**src/hdl/mips_pkg.sv**
```systemverilog
package mips_pkg;

    // register-type view of an instruction word
    typedef struct packed {
        logic [5:0] op;
        logic [4:0] rs;
        logic [4:0] rt;
        logic [4:0] rd;
        logic [4:0] shamt;
        logic [5:0] func;
    } r_fields_t;

    // immediate-type view of the same word
    typedef struct packed {
        logic [5:0]  op;
        logic [4:0]  rs;
        logic [4:0]  rt;
        logic [15:0] imm16;
    } i_fields_t;

    typedef union packed {
        r_fields_t r;
        i_fields_t i;
    } inst_u;

    typedef enum logic [1:0] {
        SEL_NOP   = 2'b00,
        SEL_LOGIC = 2'b01,
        SEL_SHIFT = 2'b10
    } alu_sel_e;

    typedef enum logic [2:0] {
        ALU_NOP = 3'd0,
        ALU_AND = 3'd1,
        ALU_OR  = 3'd2,
        ALU_XOR = 3'd3,
        ALU_NOR = 3'd4,
        ALU_SLL = 3'd5,
        ALU_SRL = 3'd6,
        ALU_SRA = 3'd7
    } alu_op_e;

    typedef struct packed {
        logic        valid;
        logic        illegal;
        alu_sel_e    alu_sel;
        alu_op_e     alu_op;
        logic [31:0] op1;
        logic [31:0] op2;
        logic [4:0]  waddr;
        logic        wreg;
    } id_ex_t;

    typedef struct packed {
        logic        valid;
        logic        illegal;
        logic        wreg;
        logic [4:0]  waddr;
        logic [31:0] data;
    } ex_wb_t;

    // execute result offered back to decode in the same cycle
    typedef struct packed {
        logic        wreg;
        logic [4:0]  waddr;
        logic [31:0] data;
    } fwd_t;

    localparam logic [5:0] OP_SPECIAL = 6'h00;
    localparam logic [5:0] OP_ANDI    = 6'h0c;
    localparam logic [5:0] OP_ORI     = 6'h0d;
    localparam logic [5:0] OP_XORI    = 6'h0e;
    localparam logic [5:0] OP_LUI     = 6'h0f;
    localparam logic [5:0] OP_PREF    = 6'h33;

    localparam logic [5:0] FUNC_AND  = 6'h24;
    localparam logic [5:0] FUNC_OR   = 6'h25;
    localparam logic [5:0] FUNC_XOR  = 6'h26;
    localparam logic [5:0] FUNC_NOR  = 6'h27;
    localparam logic [5:0] FUNC_SLLV = 6'h04;
    localparam logic [5:0] FUNC_SRLV = 6'h06;
    localparam logic [5:0] FUNC_SRAV = 6'h07;
    localparam logic [5:0] FUNC_SYNC = 6'h0f;
    localparam logic [5:0] FUNC_SLL  = 6'h00; // also nop and ssnop
    localparam logic [5:0] FUNC_SRL  = 6'h02;
    localparam logic [5:0] FUNC_SRA  = 6'h03;

endpackage

```
**src/hdl/alu_execute.sv**
```systemverilog
`timescale 1ns/1ps

module alu_execute (
    input  logic             clk,
    input  logic             reset_i,
    input  mips_pkg::id_ex_t id_ex_i,
    output mips_pkg::fwd_t   fwd_o,
    output mips_pkg::ex_wb_t ex_wb_o
);
    import mips_pkg::*;

    logic [31:0] logic_res;
    logic [31:0] shift_res;
    logic [31:0] result;
    logic [4:0]  sa;
    ex_wb_t      ex_wb_q;

    assign sa = id_ex_i.op2[4:0];   // only low 5 bits count

    always_comb begin
        case (id_ex_i.alu_op)
            ALU_AND: logic_res = id_ex_i.op1 & id_ex_i.op2;
            ALU_OR:  logic_res = id_ex_i.op1 | id_ex_i.op2;
            ALU_XOR: logic_res = id_ex_i.op1 ^ id_ex_i.op2;
            ALU_NOR: logic_res = ~(id_ex_i.op1 | id_ex_i.op2);
            default: logic_res = 32'd0;
        endcase
    end

    always_comb begin
        case (id_ex_i.alu_op)
            ALU_SLL: shift_res = id_ex_i.op1 << sa;
            ALU_SRL: shift_res = id_ex_i.op1 >> sa;
            ALU_SRA: shift_res = $unsigned($signed(id_ex_i.op1) >>> sa);   // sign fill
            default: shift_res = 32'd0;
        endcase
    end

    always_comb begin
        case (id_ex_i.alu_sel)
            SEL_LOGIC: result = logic_res;
            SEL_SHIFT: result = shift_res;
            default:   result = 32'd0;
        endcase
    end

    // back to decode before the edge, covers distance-one hazards
    assign fwd_o.wreg  = id_ex_i.valid & id_ex_i.wreg;
    assign fwd_o.waddr = id_ex_i.waddr;
    assign fwd_o.data  = result;

    always_ff @(posedge clk) begin
        if (reset_i) begin
            ex_wb_q.valid   <= 1'b0;
            ex_wb_q.illegal <= 1'b0;
            ex_wb_q.wreg    <= 1'b0;
        end else begin
            ex_wb_q.valid   <= id_ex_i.valid;
            ex_wb_q.illegal <= id_ex_i.illegal;
            ex_wb_q.wreg    <= id_ex_i.valid & id_ex_i.wreg;
            ex_wb_q.waddr   <= id_ex_i.waddr;
            ex_wb_q.data    <= result;
        end
    end

    assign ex_wb_o = ex_wb_q;

    // decode pairs a shift select only with a shift operation
    shift_op_check: assert property (@(posedge clk) disable iff (reset_i)
        id_ex_i.valid && id_ex_i.alu_sel == SEL_SHIFT
            |-> id_ex_i.alu_op inside {ALU_SLL, ALU_SRL, ALU_SRA});

endmodule

```
**src/hdl/inst_decode.sv**
```systemverilog
`timescale 1ns/1ps

module inst_decode (
    input  logic             clk,
    input  logic             reset_i,
    input  logic             inst_valid_i,
    input  mips_pkg::inst_u  inst_i,
    input  logic [31:0]      rd1_data_i,
    input  logic [31:0]      rd2_data_i,
    input  mips_pkg::fwd_t   fwd_i,
    output logic [4:0]       rd1_addr_o,
    output logic [4:0]       rd2_addr_o,
    output logic             rd1_en_o,
    output logic             rd2_en_o,
    output mips_pkg::id_ex_t id_ex_o
);
    import mips_pkg::*;

    alu_sel_e    sel;
    alu_op_e     op;
    logic [4:0]  waddr;
    logic        wreg;
    logic        illegal;
    logic        rd1_en;
    logic        rd2_en;
    logic [4:0]  rd1_addr;
    logic [4:0]  rd2_addr;
    logic [31:0] imm32;
    logic        use_imm;   // operand 2 comes from the instruction word
    logic        hit1;
    logic        hit2;
    id_ex_t      id_ex_d;
    id_ex_t      id_ex_q;

    // and/or/xor/nor share low bits between func and the immediate opcodes
    function automatic alu_op_e logic_op(input logic [1:0] code);
        case (code)
            2'b00:   return ALU_AND;
            2'b01:   return ALU_OR;
            2'b10:   return ALU_XOR;
            default: return ALU_NOR;
        endcase
    endfunction

    // same trick for sll/srl/sra and their variable forms
    function automatic alu_op_e shift_op(input logic [1:0] code);
        case (code)
            2'b10:   return ALU_SRL;
            2'b11:   return ALU_SRA;
            default: return ALU_SLL;
        endcase
    endfunction

    always_comb begin
        sel      = SEL_NOP;
        op       = ALU_NOP;
        waddr    = 5'd0;
        wreg     = 1'b0;
        illegal  = 1'b0;
        rd1_en   = 1'b0;
        rd2_en   = 1'b0;
        rd1_addr = 5'd0;
        rd2_addr = 5'd0;
        imm32    = 32'd0;
        use_imm  = 1'b0;

        case (inst_i.r.op)
            OP_SPECIAL: begin
                case (inst_i.r.func)
                    FUNC_AND, FUNC_OR, FUNC_XOR, FUNC_NOR: begin
                        if (inst_i.r.shamt != 5'd0) begin
                            illegal = 1'b1;
                        end else begin
                            sel      = SEL_LOGIC;
                            op       = logic_op(inst_i.r.func[1:0]);
                            waddr    = inst_i.r.rd;
                            wreg     = 1'b1;
                            rd1_en   = 1'b1;
                            rd1_addr = inst_i.r.rs;
                            rd2_en   = 1'b1;
                            rd2_addr = inst_i.r.rt;
                        end
                    end
                    FUNC_SLLV, FUNC_SRLV, FUNC_SRAV: begin
                        if (inst_i.r.shamt != 5'd0) begin
                            illegal = 1'b1;
                        end else begin
                            sel      = SEL_SHIFT;
                            op       = shift_op(inst_i.r.func[1:0]);
                            waddr    = inst_i.r.rd;
                            wreg     = 1'b1;
                            rd1_en   = 1'b1;
                            rd1_addr = inst_i.r.rt;   // value to shift
                            rd2_en   = 1'b1;
                            rd2_addr = inst_i.r.rs;   // amount
                        end
                    end
                    FUNC_SLL, FUNC_SRL, FUNC_SRA: begin
                        // sll with all fields zero and shamt 0 or 1 is nop / ssnop
                        if (inst_i.r.func != FUNC_SLL || inst_i.r.rs != 5'd0 ||
                            inst_i.r.rt != 5'd0 || inst_i.r.rd != 5'd0 ||
                            inst_i.r.shamt > 5'd1) begin
                            sel      = SEL_SHIFT;
                            op       = shift_op(inst_i.r.func[1:0]);
                            waddr    = inst_i.r.rd;
                            wreg     = 1'b1;
                            rd1_en   = 1'b1;
                            rd1_addr = inst_i.r.rt;
                            use_imm  = 1'b1;
                            imm32    = {27'd0, inst_i.r.shamt};
                        end
                    end
                    FUNC_SYNC: begin
                        // bubble, nothing to order in this core
                    end
                    default: illegal = 1'b1;
                endcase
            end
            OP_ANDI, OP_ORI, OP_XORI: begin
                sel      = SEL_LOGIC;
                op       = logic_op(inst_i.i.op[1:0]);
                waddr    = inst_i.i.rt;
                wreg     = 1'b1;
                rd1_en   = 1'b1;
                rd1_addr = inst_i.i.rs;
                use_imm  = 1'b1;
                imm32    = {16'd0, inst_i.i.imm16};   // zero extend
            end
            OP_LUI: begin
                sel      = SEL_LOGIC;
                op       = ALU_OR;                    // rs | imm << 16
                waddr    = inst_i.i.rt;
                wreg     = 1'b1;
                rd1_en   = 1'b1;
                rd1_addr = inst_i.i.rs;
                use_imm  = 1'b1;
                imm32    = {inst_i.i.imm16, 16'd0};
            end
            OP_PREF: begin
                // hint only, runs as a bubble
            end
            default: illegal = 1'b1;
        endcase
    end

    // execute result wins over the register file path
    assign hit1 = fwd_i.wreg && rd1_en && (rd1_addr != 5'd0) && (fwd_i.waddr == rd1_addr);
    assign hit2 = fwd_i.wreg && rd2_en && (rd2_addr != 5'd0) && (fwd_i.waddr == rd2_addr);

    assign rd1_addr_o = rd1_addr;
    assign rd2_addr_o = rd2_addr;
    assign rd1_en_o   = rd1_en & inst_valid_i;
    assign rd2_en_o   = rd2_en & inst_valid_i;

    always_comb begin
        id_ex_d.valid   = inst_valid_i;
        id_ex_d.illegal = illegal & inst_valid_i;
        id_ex_d.wreg    = wreg & inst_valid_i;
        id_ex_d.alu_sel = sel;
        id_ex_d.alu_op  = op;
        id_ex_d.waddr   = waddr;
        id_ex_d.op1     = hit1 ? fwd_i.data : rd1_data_i;
        id_ex_d.op2     = use_imm ? imm32 : (hit2 ? fwd_i.data : rd2_data_i);
    end

    always_ff @(posedge clk) begin
        if (reset_i) begin
            id_ex_q.valid   <= 1'b0;
            id_ex_q.illegal <= 1'b0;
            id_ex_q.wreg    <= 1'b0;
        end else begin
            id_ex_q <= id_ex_d;
        end
    end

    assign id_ex_o = id_ex_q;

    // an illegal word still completes, but never writes
    illegal_no_write: assert property (@(posedge clk) disable iff (reset_i)
        id_ex_q.illegal |-> id_ex_q.valid && !id_ex_q.wreg);

endmodule

```
**src/hdl/mips_logic_core.sv**
```systemverilog
`timescale 1ns/1ps

module mips_logic_core (
    input  logic            clk,
    input  logic            reset_i,
    input  logic            inst_valid_i,   // one pulse per instruction
    input  mips_pkg::inst_u inst_i,
    output logic            wb_valid_o,
    output logic            wb_wreg_o,
    output logic [4:0]      wb_addr_o,
    output logic [31:0]     wb_data_o,
    output logic            illegal_o
);
    import mips_pkg::*;

    logic [4:0]  rd1_addr;
    logic [4:0]  rd2_addr;
    logic        rd1_en;
    logic        rd2_en;
    logic [31:0] rd1_data;
    logic [31:0] rd2_data;
    id_ex_t      id_ex;
    ex_wb_t      ex_wb;
    fwd_t        fwd;

    inst_decode u_decode (
        .clk          (clk),
        .reset_i      (reset_i),
        .inst_valid_i (inst_valid_i),
        .inst_i       (inst_i),
        .rd1_data_i   (rd1_data),
        .rd2_data_i   (rd2_data),
        .fwd_i        (fwd),
        .rd1_addr_o   (rd1_addr),
        .rd2_addr_o   (rd2_addr),
        .rd1_en_o     (rd1_en),
        .rd2_en_o     (rd2_en),
        .id_ex_o      (id_ex)
    );

    alu_execute u_execute (
        .clk     (clk),
        .reset_i (reset_i),
        .id_ex_i (id_ex),
        .fwd_o   (fwd),
        .ex_wb_o (ex_wb)
    );

    // register file also drives the write-back port
    reg_file_writeback u_regfile (
        .clk        (clk),
        .reset_i    (reset_i),
        .rd1_addr_i (rd1_addr),
        .rd2_addr_i (rd2_addr),
        .rd1_en_i   (rd1_en),
        .rd2_en_i   (rd2_en),
        .rd1_data_o (rd1_data),
        .rd2_data_o (rd2_data),
        .ex_wb_i    (ex_wb),
        .wb_valid_o (wb_valid_o),
        .wb_wreg_o  (wb_wreg_o),
        .illegal_o  (illegal_o),
        .wb_addr_o  (wb_addr_o),
        .wb_data_o  (wb_data_o)
    );

endmodule

```
**src/hdl/reg_file_writeback.sv**
```systemverilog
`timescale 1ns/1ps

module reg_file_writeback (
    input  logic             clk,
    input  logic             reset_i,
    input  logic [4:0]       rd1_addr_i,
    input  logic [4:0]       rd2_addr_i,
    input  logic             rd1_en_i,
    input  logic             rd2_en_i,
    output logic [31:0]      rd1_data_o,
    output logic [31:0]      rd2_data_o,
    input  mips_pkg::ex_wb_t ex_wb_i,
    output logic             wb_valid_o,
    output logic             wb_wreg_o,
    output logic             illegal_o,
    output logic [4:0]       wb_addr_o,
    output logic [31:0]      wb_data_o
);
    import mips_pkg::*;

    logic [31:0] regs [32];
    logic        we;

    assign we = ex_wb_i.valid && ex_wb_i.wreg && (ex_wb_i.waddr != 5'd0);   // r0 stays zero

    always_ff @(posedge clk) begin
        if (reset_i) begin
            for (int i = 0; i < 32; i++) begin
                regs[i] <= 32'd0;
            end
        end else if (we) begin
            regs[ex_wb_i.waddr] <= ex_wb_i.data;
        end
    end

    // write-through so a distance-two reader sees this cycle's write
    always_comb begin
        if (!rd1_en_i || rd1_addr_i == 5'd0) begin
            rd1_data_o = 32'd0;
        end else if (we && ex_wb_i.waddr == rd1_addr_i) begin
            rd1_data_o = ex_wb_i.data;
        end else begin
            rd1_data_o = regs[rd1_addr_i];
        end
    end

    always_comb begin
        if (!rd2_en_i || rd2_addr_i == 5'd0) begin
            rd2_data_o = 32'd0;
        end else if (we && ex_wb_i.waddr == rd2_addr_i) begin
            rd2_data_o = ex_wb_i.data;
        end else begin
            rd2_data_o = regs[rd2_addr_i];
        end
    end

    assign wb_valid_o = ex_wb_i.valid;
    assign wb_wreg_o  = ex_wb_i.wreg;
    assign illegal_o  = ex_wb_i.illegal;
    assign wb_addr_o  = ex_wb_i.waddr;
    assign wb_data_o  = ex_wb_i.data;

    write_addr_known: assert property (@(posedge clk) disable iff (reset_i)
        ex_wb_i.valid && ex_wb_i.wreg |-> !$isunknown(ex_wb_i.waddr));

endmodule

```
**config.mk**
```make
export PLATFORM = sky130hd
export DESIGN_NAME = mips_logic_core
export DESIGN_NICKNAME = d
export VERILOG_FILES = /design/src/hdl/mips_pkg.sv /design/src/hdl/alu_execute.sv /design/src/hdl/inst_decode.sv /design/src/hdl/mips_logic_core.sv /design/src/hdl/reg_file_writeback.sv
export SDC_FILE = /design/constraint.sdc
export NUM_CORES = 2
export LEC_CHECK = 0
export ABC_AREA = 0
export BUFFER_PORTS_ARGS = -buffer_cell sky130_fd_sc_hd__buf_2
export CAP_MARGIN = 20
export CORE_MARGIN = 4
export CORE_UTILIZATION = 55
export DETAILED_ROUTE_END_ITERATION = 12
export PLACE_DENSITY = 0.8
export SLEW_MARGIN = 5
export SYNTH_ARGS = -nofsm -noshare
export SYNTH_HDL_FRONTEND = slang
export SYNTH_HIERARCHICAL = 1
export SYNTH_SLANG_ARGS = --single-unit
export TNS_END_PERCENT = 10
```
**constraint.sdc**
```tcl
create_clock -name clk -period 7.4 [get_ports clk]
set_clock_uncertainty 0.2 [all_clocks]
set_input_delay 0 -clock clk [delete_from_list [all_inputs] [get_ports clk]]
set_output_delay 0 -clock clk [all_outputs]
set_load 0.005 [all_outputs]
```
==> impl_metrics.toml <==
[timing]
slew_headroom = 0.184
final-hold-violation-count = 0
fin_crit_sh = 0.914
finalSetupTns_ps = 0
max_freq_mhz = 148
whs_ps = 43.8
rsz0062_at_grt = "no"
setup_ws_ps = 639
setup_viol = 0
worst_slew_pin_slew_ps = 1220
drv_slew = 0
post-route-min-period_ps = 6760

[detailed_routing]
route.detailed.drc = 0
ant_nets = 0
drt-total-wl_mm = 255
first_pass_iters = 10
wl_per_cell_um = 37.5
via_per_inst = 7.48
drt-initial-drc-count = 9365
via_count = 51000

[floorplan]
die_height_um = 360
num_rows = 128
die_w_um = 360
ios = 75
die-area_um2 = 130000
start_util = 0.557
coreArea_um2 = 122000

[placed_design]
place_ws_ps = 1340
gp_congestion = 0.979
dp.cells = 6526
port_buffers = 74
dp.final_hpwl_mm = 158
place_area_um2 = 69700

[finish]
post-route-util = 0.607
multiInputGateArea_um2 = 31200
n_fill_cell = 9011
fin_area_um2 = 74300
instances_no_fill = 6819
drive_gt1_frac = 0.217
final_common_cell = "edfxtp_1"
final_cell_mix = "edfxtp_1, and2_1, mux4_2, mux2i_1, nand2_1"
syn_to_final_growth_pct = 9.06
nets = 5200
ff_latch_area_um2 = 34200

[synth]
ys.flop_type = "edfxtp_1"
synth.yosys.seq_area_share = 0.502
synth_edf_count = 1135
postSynthCellCount = 5168
ys_types = 102
yosys_warnings = 6
postSynth.asyncResetShare = 0
ys_ff_latch = 1141
syn_area_per_cell_um2 = 13.2
syn-cell-area_um2 = 68100

[setup_path]
critPathCaptureType = "flip-flop"
crit_type = "input pin to flip-flop"
crit_required_ps = 7710
critPathLaunchType = "input pin"
cp_max_fo = 29
arrival_ps = 7070

[global_route]
grt_usage = 0.386
grt_use_met2 = 0.556
use_met3 = 0.167
grt_max_degree = 97
grt_pass1_wl_mm = 362
busiest_layer = "met2"
gr-total-overflow = 0
antenna_found_initial = 13
grt_pass1_vias = 49900
grtUsageMet1 = 0.483

[power_and_ir_drop]
p_leak_nw = 25.9
power.share.sequential = 0.517
sw_frac_of_total = 0.248
fin_total_pwr_mw = 14.6
p_per_area_nw_per_um2 = 196
power_frac_comb = 0.087
ir_drop_uv = 202
power.internal_mw = 11.0
p_switching_mw = 3.61
clockPowerShare = 0.396

[cts]
cts_root_buffer = "clkbuf_16"
cts_sinks = 1141
clk_pin_slew_ps = 70
clk_path_buf_depth = 3
htree_levels = 3
cts-buffers-inserted = 114
worstSkewPairLatency_ps = 760
cts_resized = 0
cts_tree = "yes"
post_cts_buffers = 0
cts_hold_buf = 59

[flow_run]
cap_violations = 0

[outcome]
status = "finished, final reports clean"

[worst_hold_path]
hold_class = "input pin to flip-flop"
## flip-flops by register name (all words and copies together) (netlist names)
| signal | cells |
|---|---|
| u_regfile/regs | 1024 |
| u_decode/id_ex_o | 77 |
| u_execute/ex_wb_o | 40 |
## critical path: stages
cell and delay, ps:
dlygate4sd3_1 540, buf_2 150, or4_4 540, dlygate4sd3_1 690, or4_2 760, a21oi_2 390
a22o_4 710, and2_2 1060, a221oi_1 250, o21ai_0 210, a311oi_1 120, clkbuf_4 230
nor3_1 900, nor2_1 120, mux2_2 300
## power by group through the flow
stage | Sequential, mW | Clock [mW] | Combinational (mW)
final | 7.53 | 5.77 | 1.26
after global routing | 7.54 | 6.06 | 1.29
after CTS | 7.53 | 5.77 | 1.17
after detailed placement | 7.66 | 0 | 1.14
after global placement | 7.64 | 0 | 1.14
after floorplan | 7.55 | 0 | 0.738
## cells in the mapped netlist (all sizes together), types with 18 or more instances
master	instances	area share
a221oi	95	0.012
edfxtp	1135	0.50
a211oi	33	0.0036
o221ai	18	0.0023
mux4	463	0.15
nand3	66	0.0048
clkbuf	338	0.019
a21oi	83	0.0062
buf	208	0.022
nor3	64	0.0047
mux2i	358	0.053
inv	102	0.0056
a22oi	38	0.0043
o21ai	149	0.011
and2	1011	0.093
nand2	219	0.012
ha	78	0.014
o211ai	24	0.0026
nand4	34	0.0032
or2	50	0.0046
mux2	110	0.019
o22ai	45	0.0041
nor2	145	0.0080
## layout make-up
type,instances,share of cell area
Antenna cell,15,0.000505
Multi-Input combinational cell,3407,0.420
Sequential cell,1141,0.460
Clock buffer,132,0.0396
Clock inverter,76,0.00975
Tap cell,1625,0.0274
Inverter,105,0.00530
Timing Repair Buffer,318,0.0376
## layer usage
metal / up-vias / routed length [um]
li1: 19500 / -
met1: 25100 / 83300
met2: 5158 / 108000
met3: 1218 / 44200
met4: 4 / 19600
met5: - / 60
## cell families after synthesis
| group | share of synthesized area |
|---|---|
| AO/OA/AOI/OAI | 0.0713 |
| XOR/XNOR | 0.00167 |
| adder cells (fa/ha/maj) | 0.0143 |
| buffers and inverters | 0.0462 |
| flip-flops | 0.502 |
| multiplexers | 0.224 |
| other | 0.0000550 |
| AND/OR/NAND/NOR | 0.140 |
## worst paths after layout
| kind | slack [ps] | cells after the start | start | endpoint |
|---|---|---|---|---|
| hold reg to reg | 250 | 1 | u_decode/id_ex_o[75]$_SDFF_PP0_ | u_execute/ex_wb_o[38]$_SDFF_PP0_ |
| setup / recovery | 640 | 15 | inst_i[7] | u_decode/id_ex_o[55]$_DFFE_PN_ |
| hold / removal | 40 | 4 | inst_i[10] | u_decode/id_ex_o[10]$_DFFE_PN_ |
| setup reg to reg | 2190 | 11 | u_decode/id_ex_o[9]$_DFFE_PN_ | u_decode/id_ex_o[25]$_DFFE_PN_ |
No activity file was read; power rests on OpenSTA's default activity.
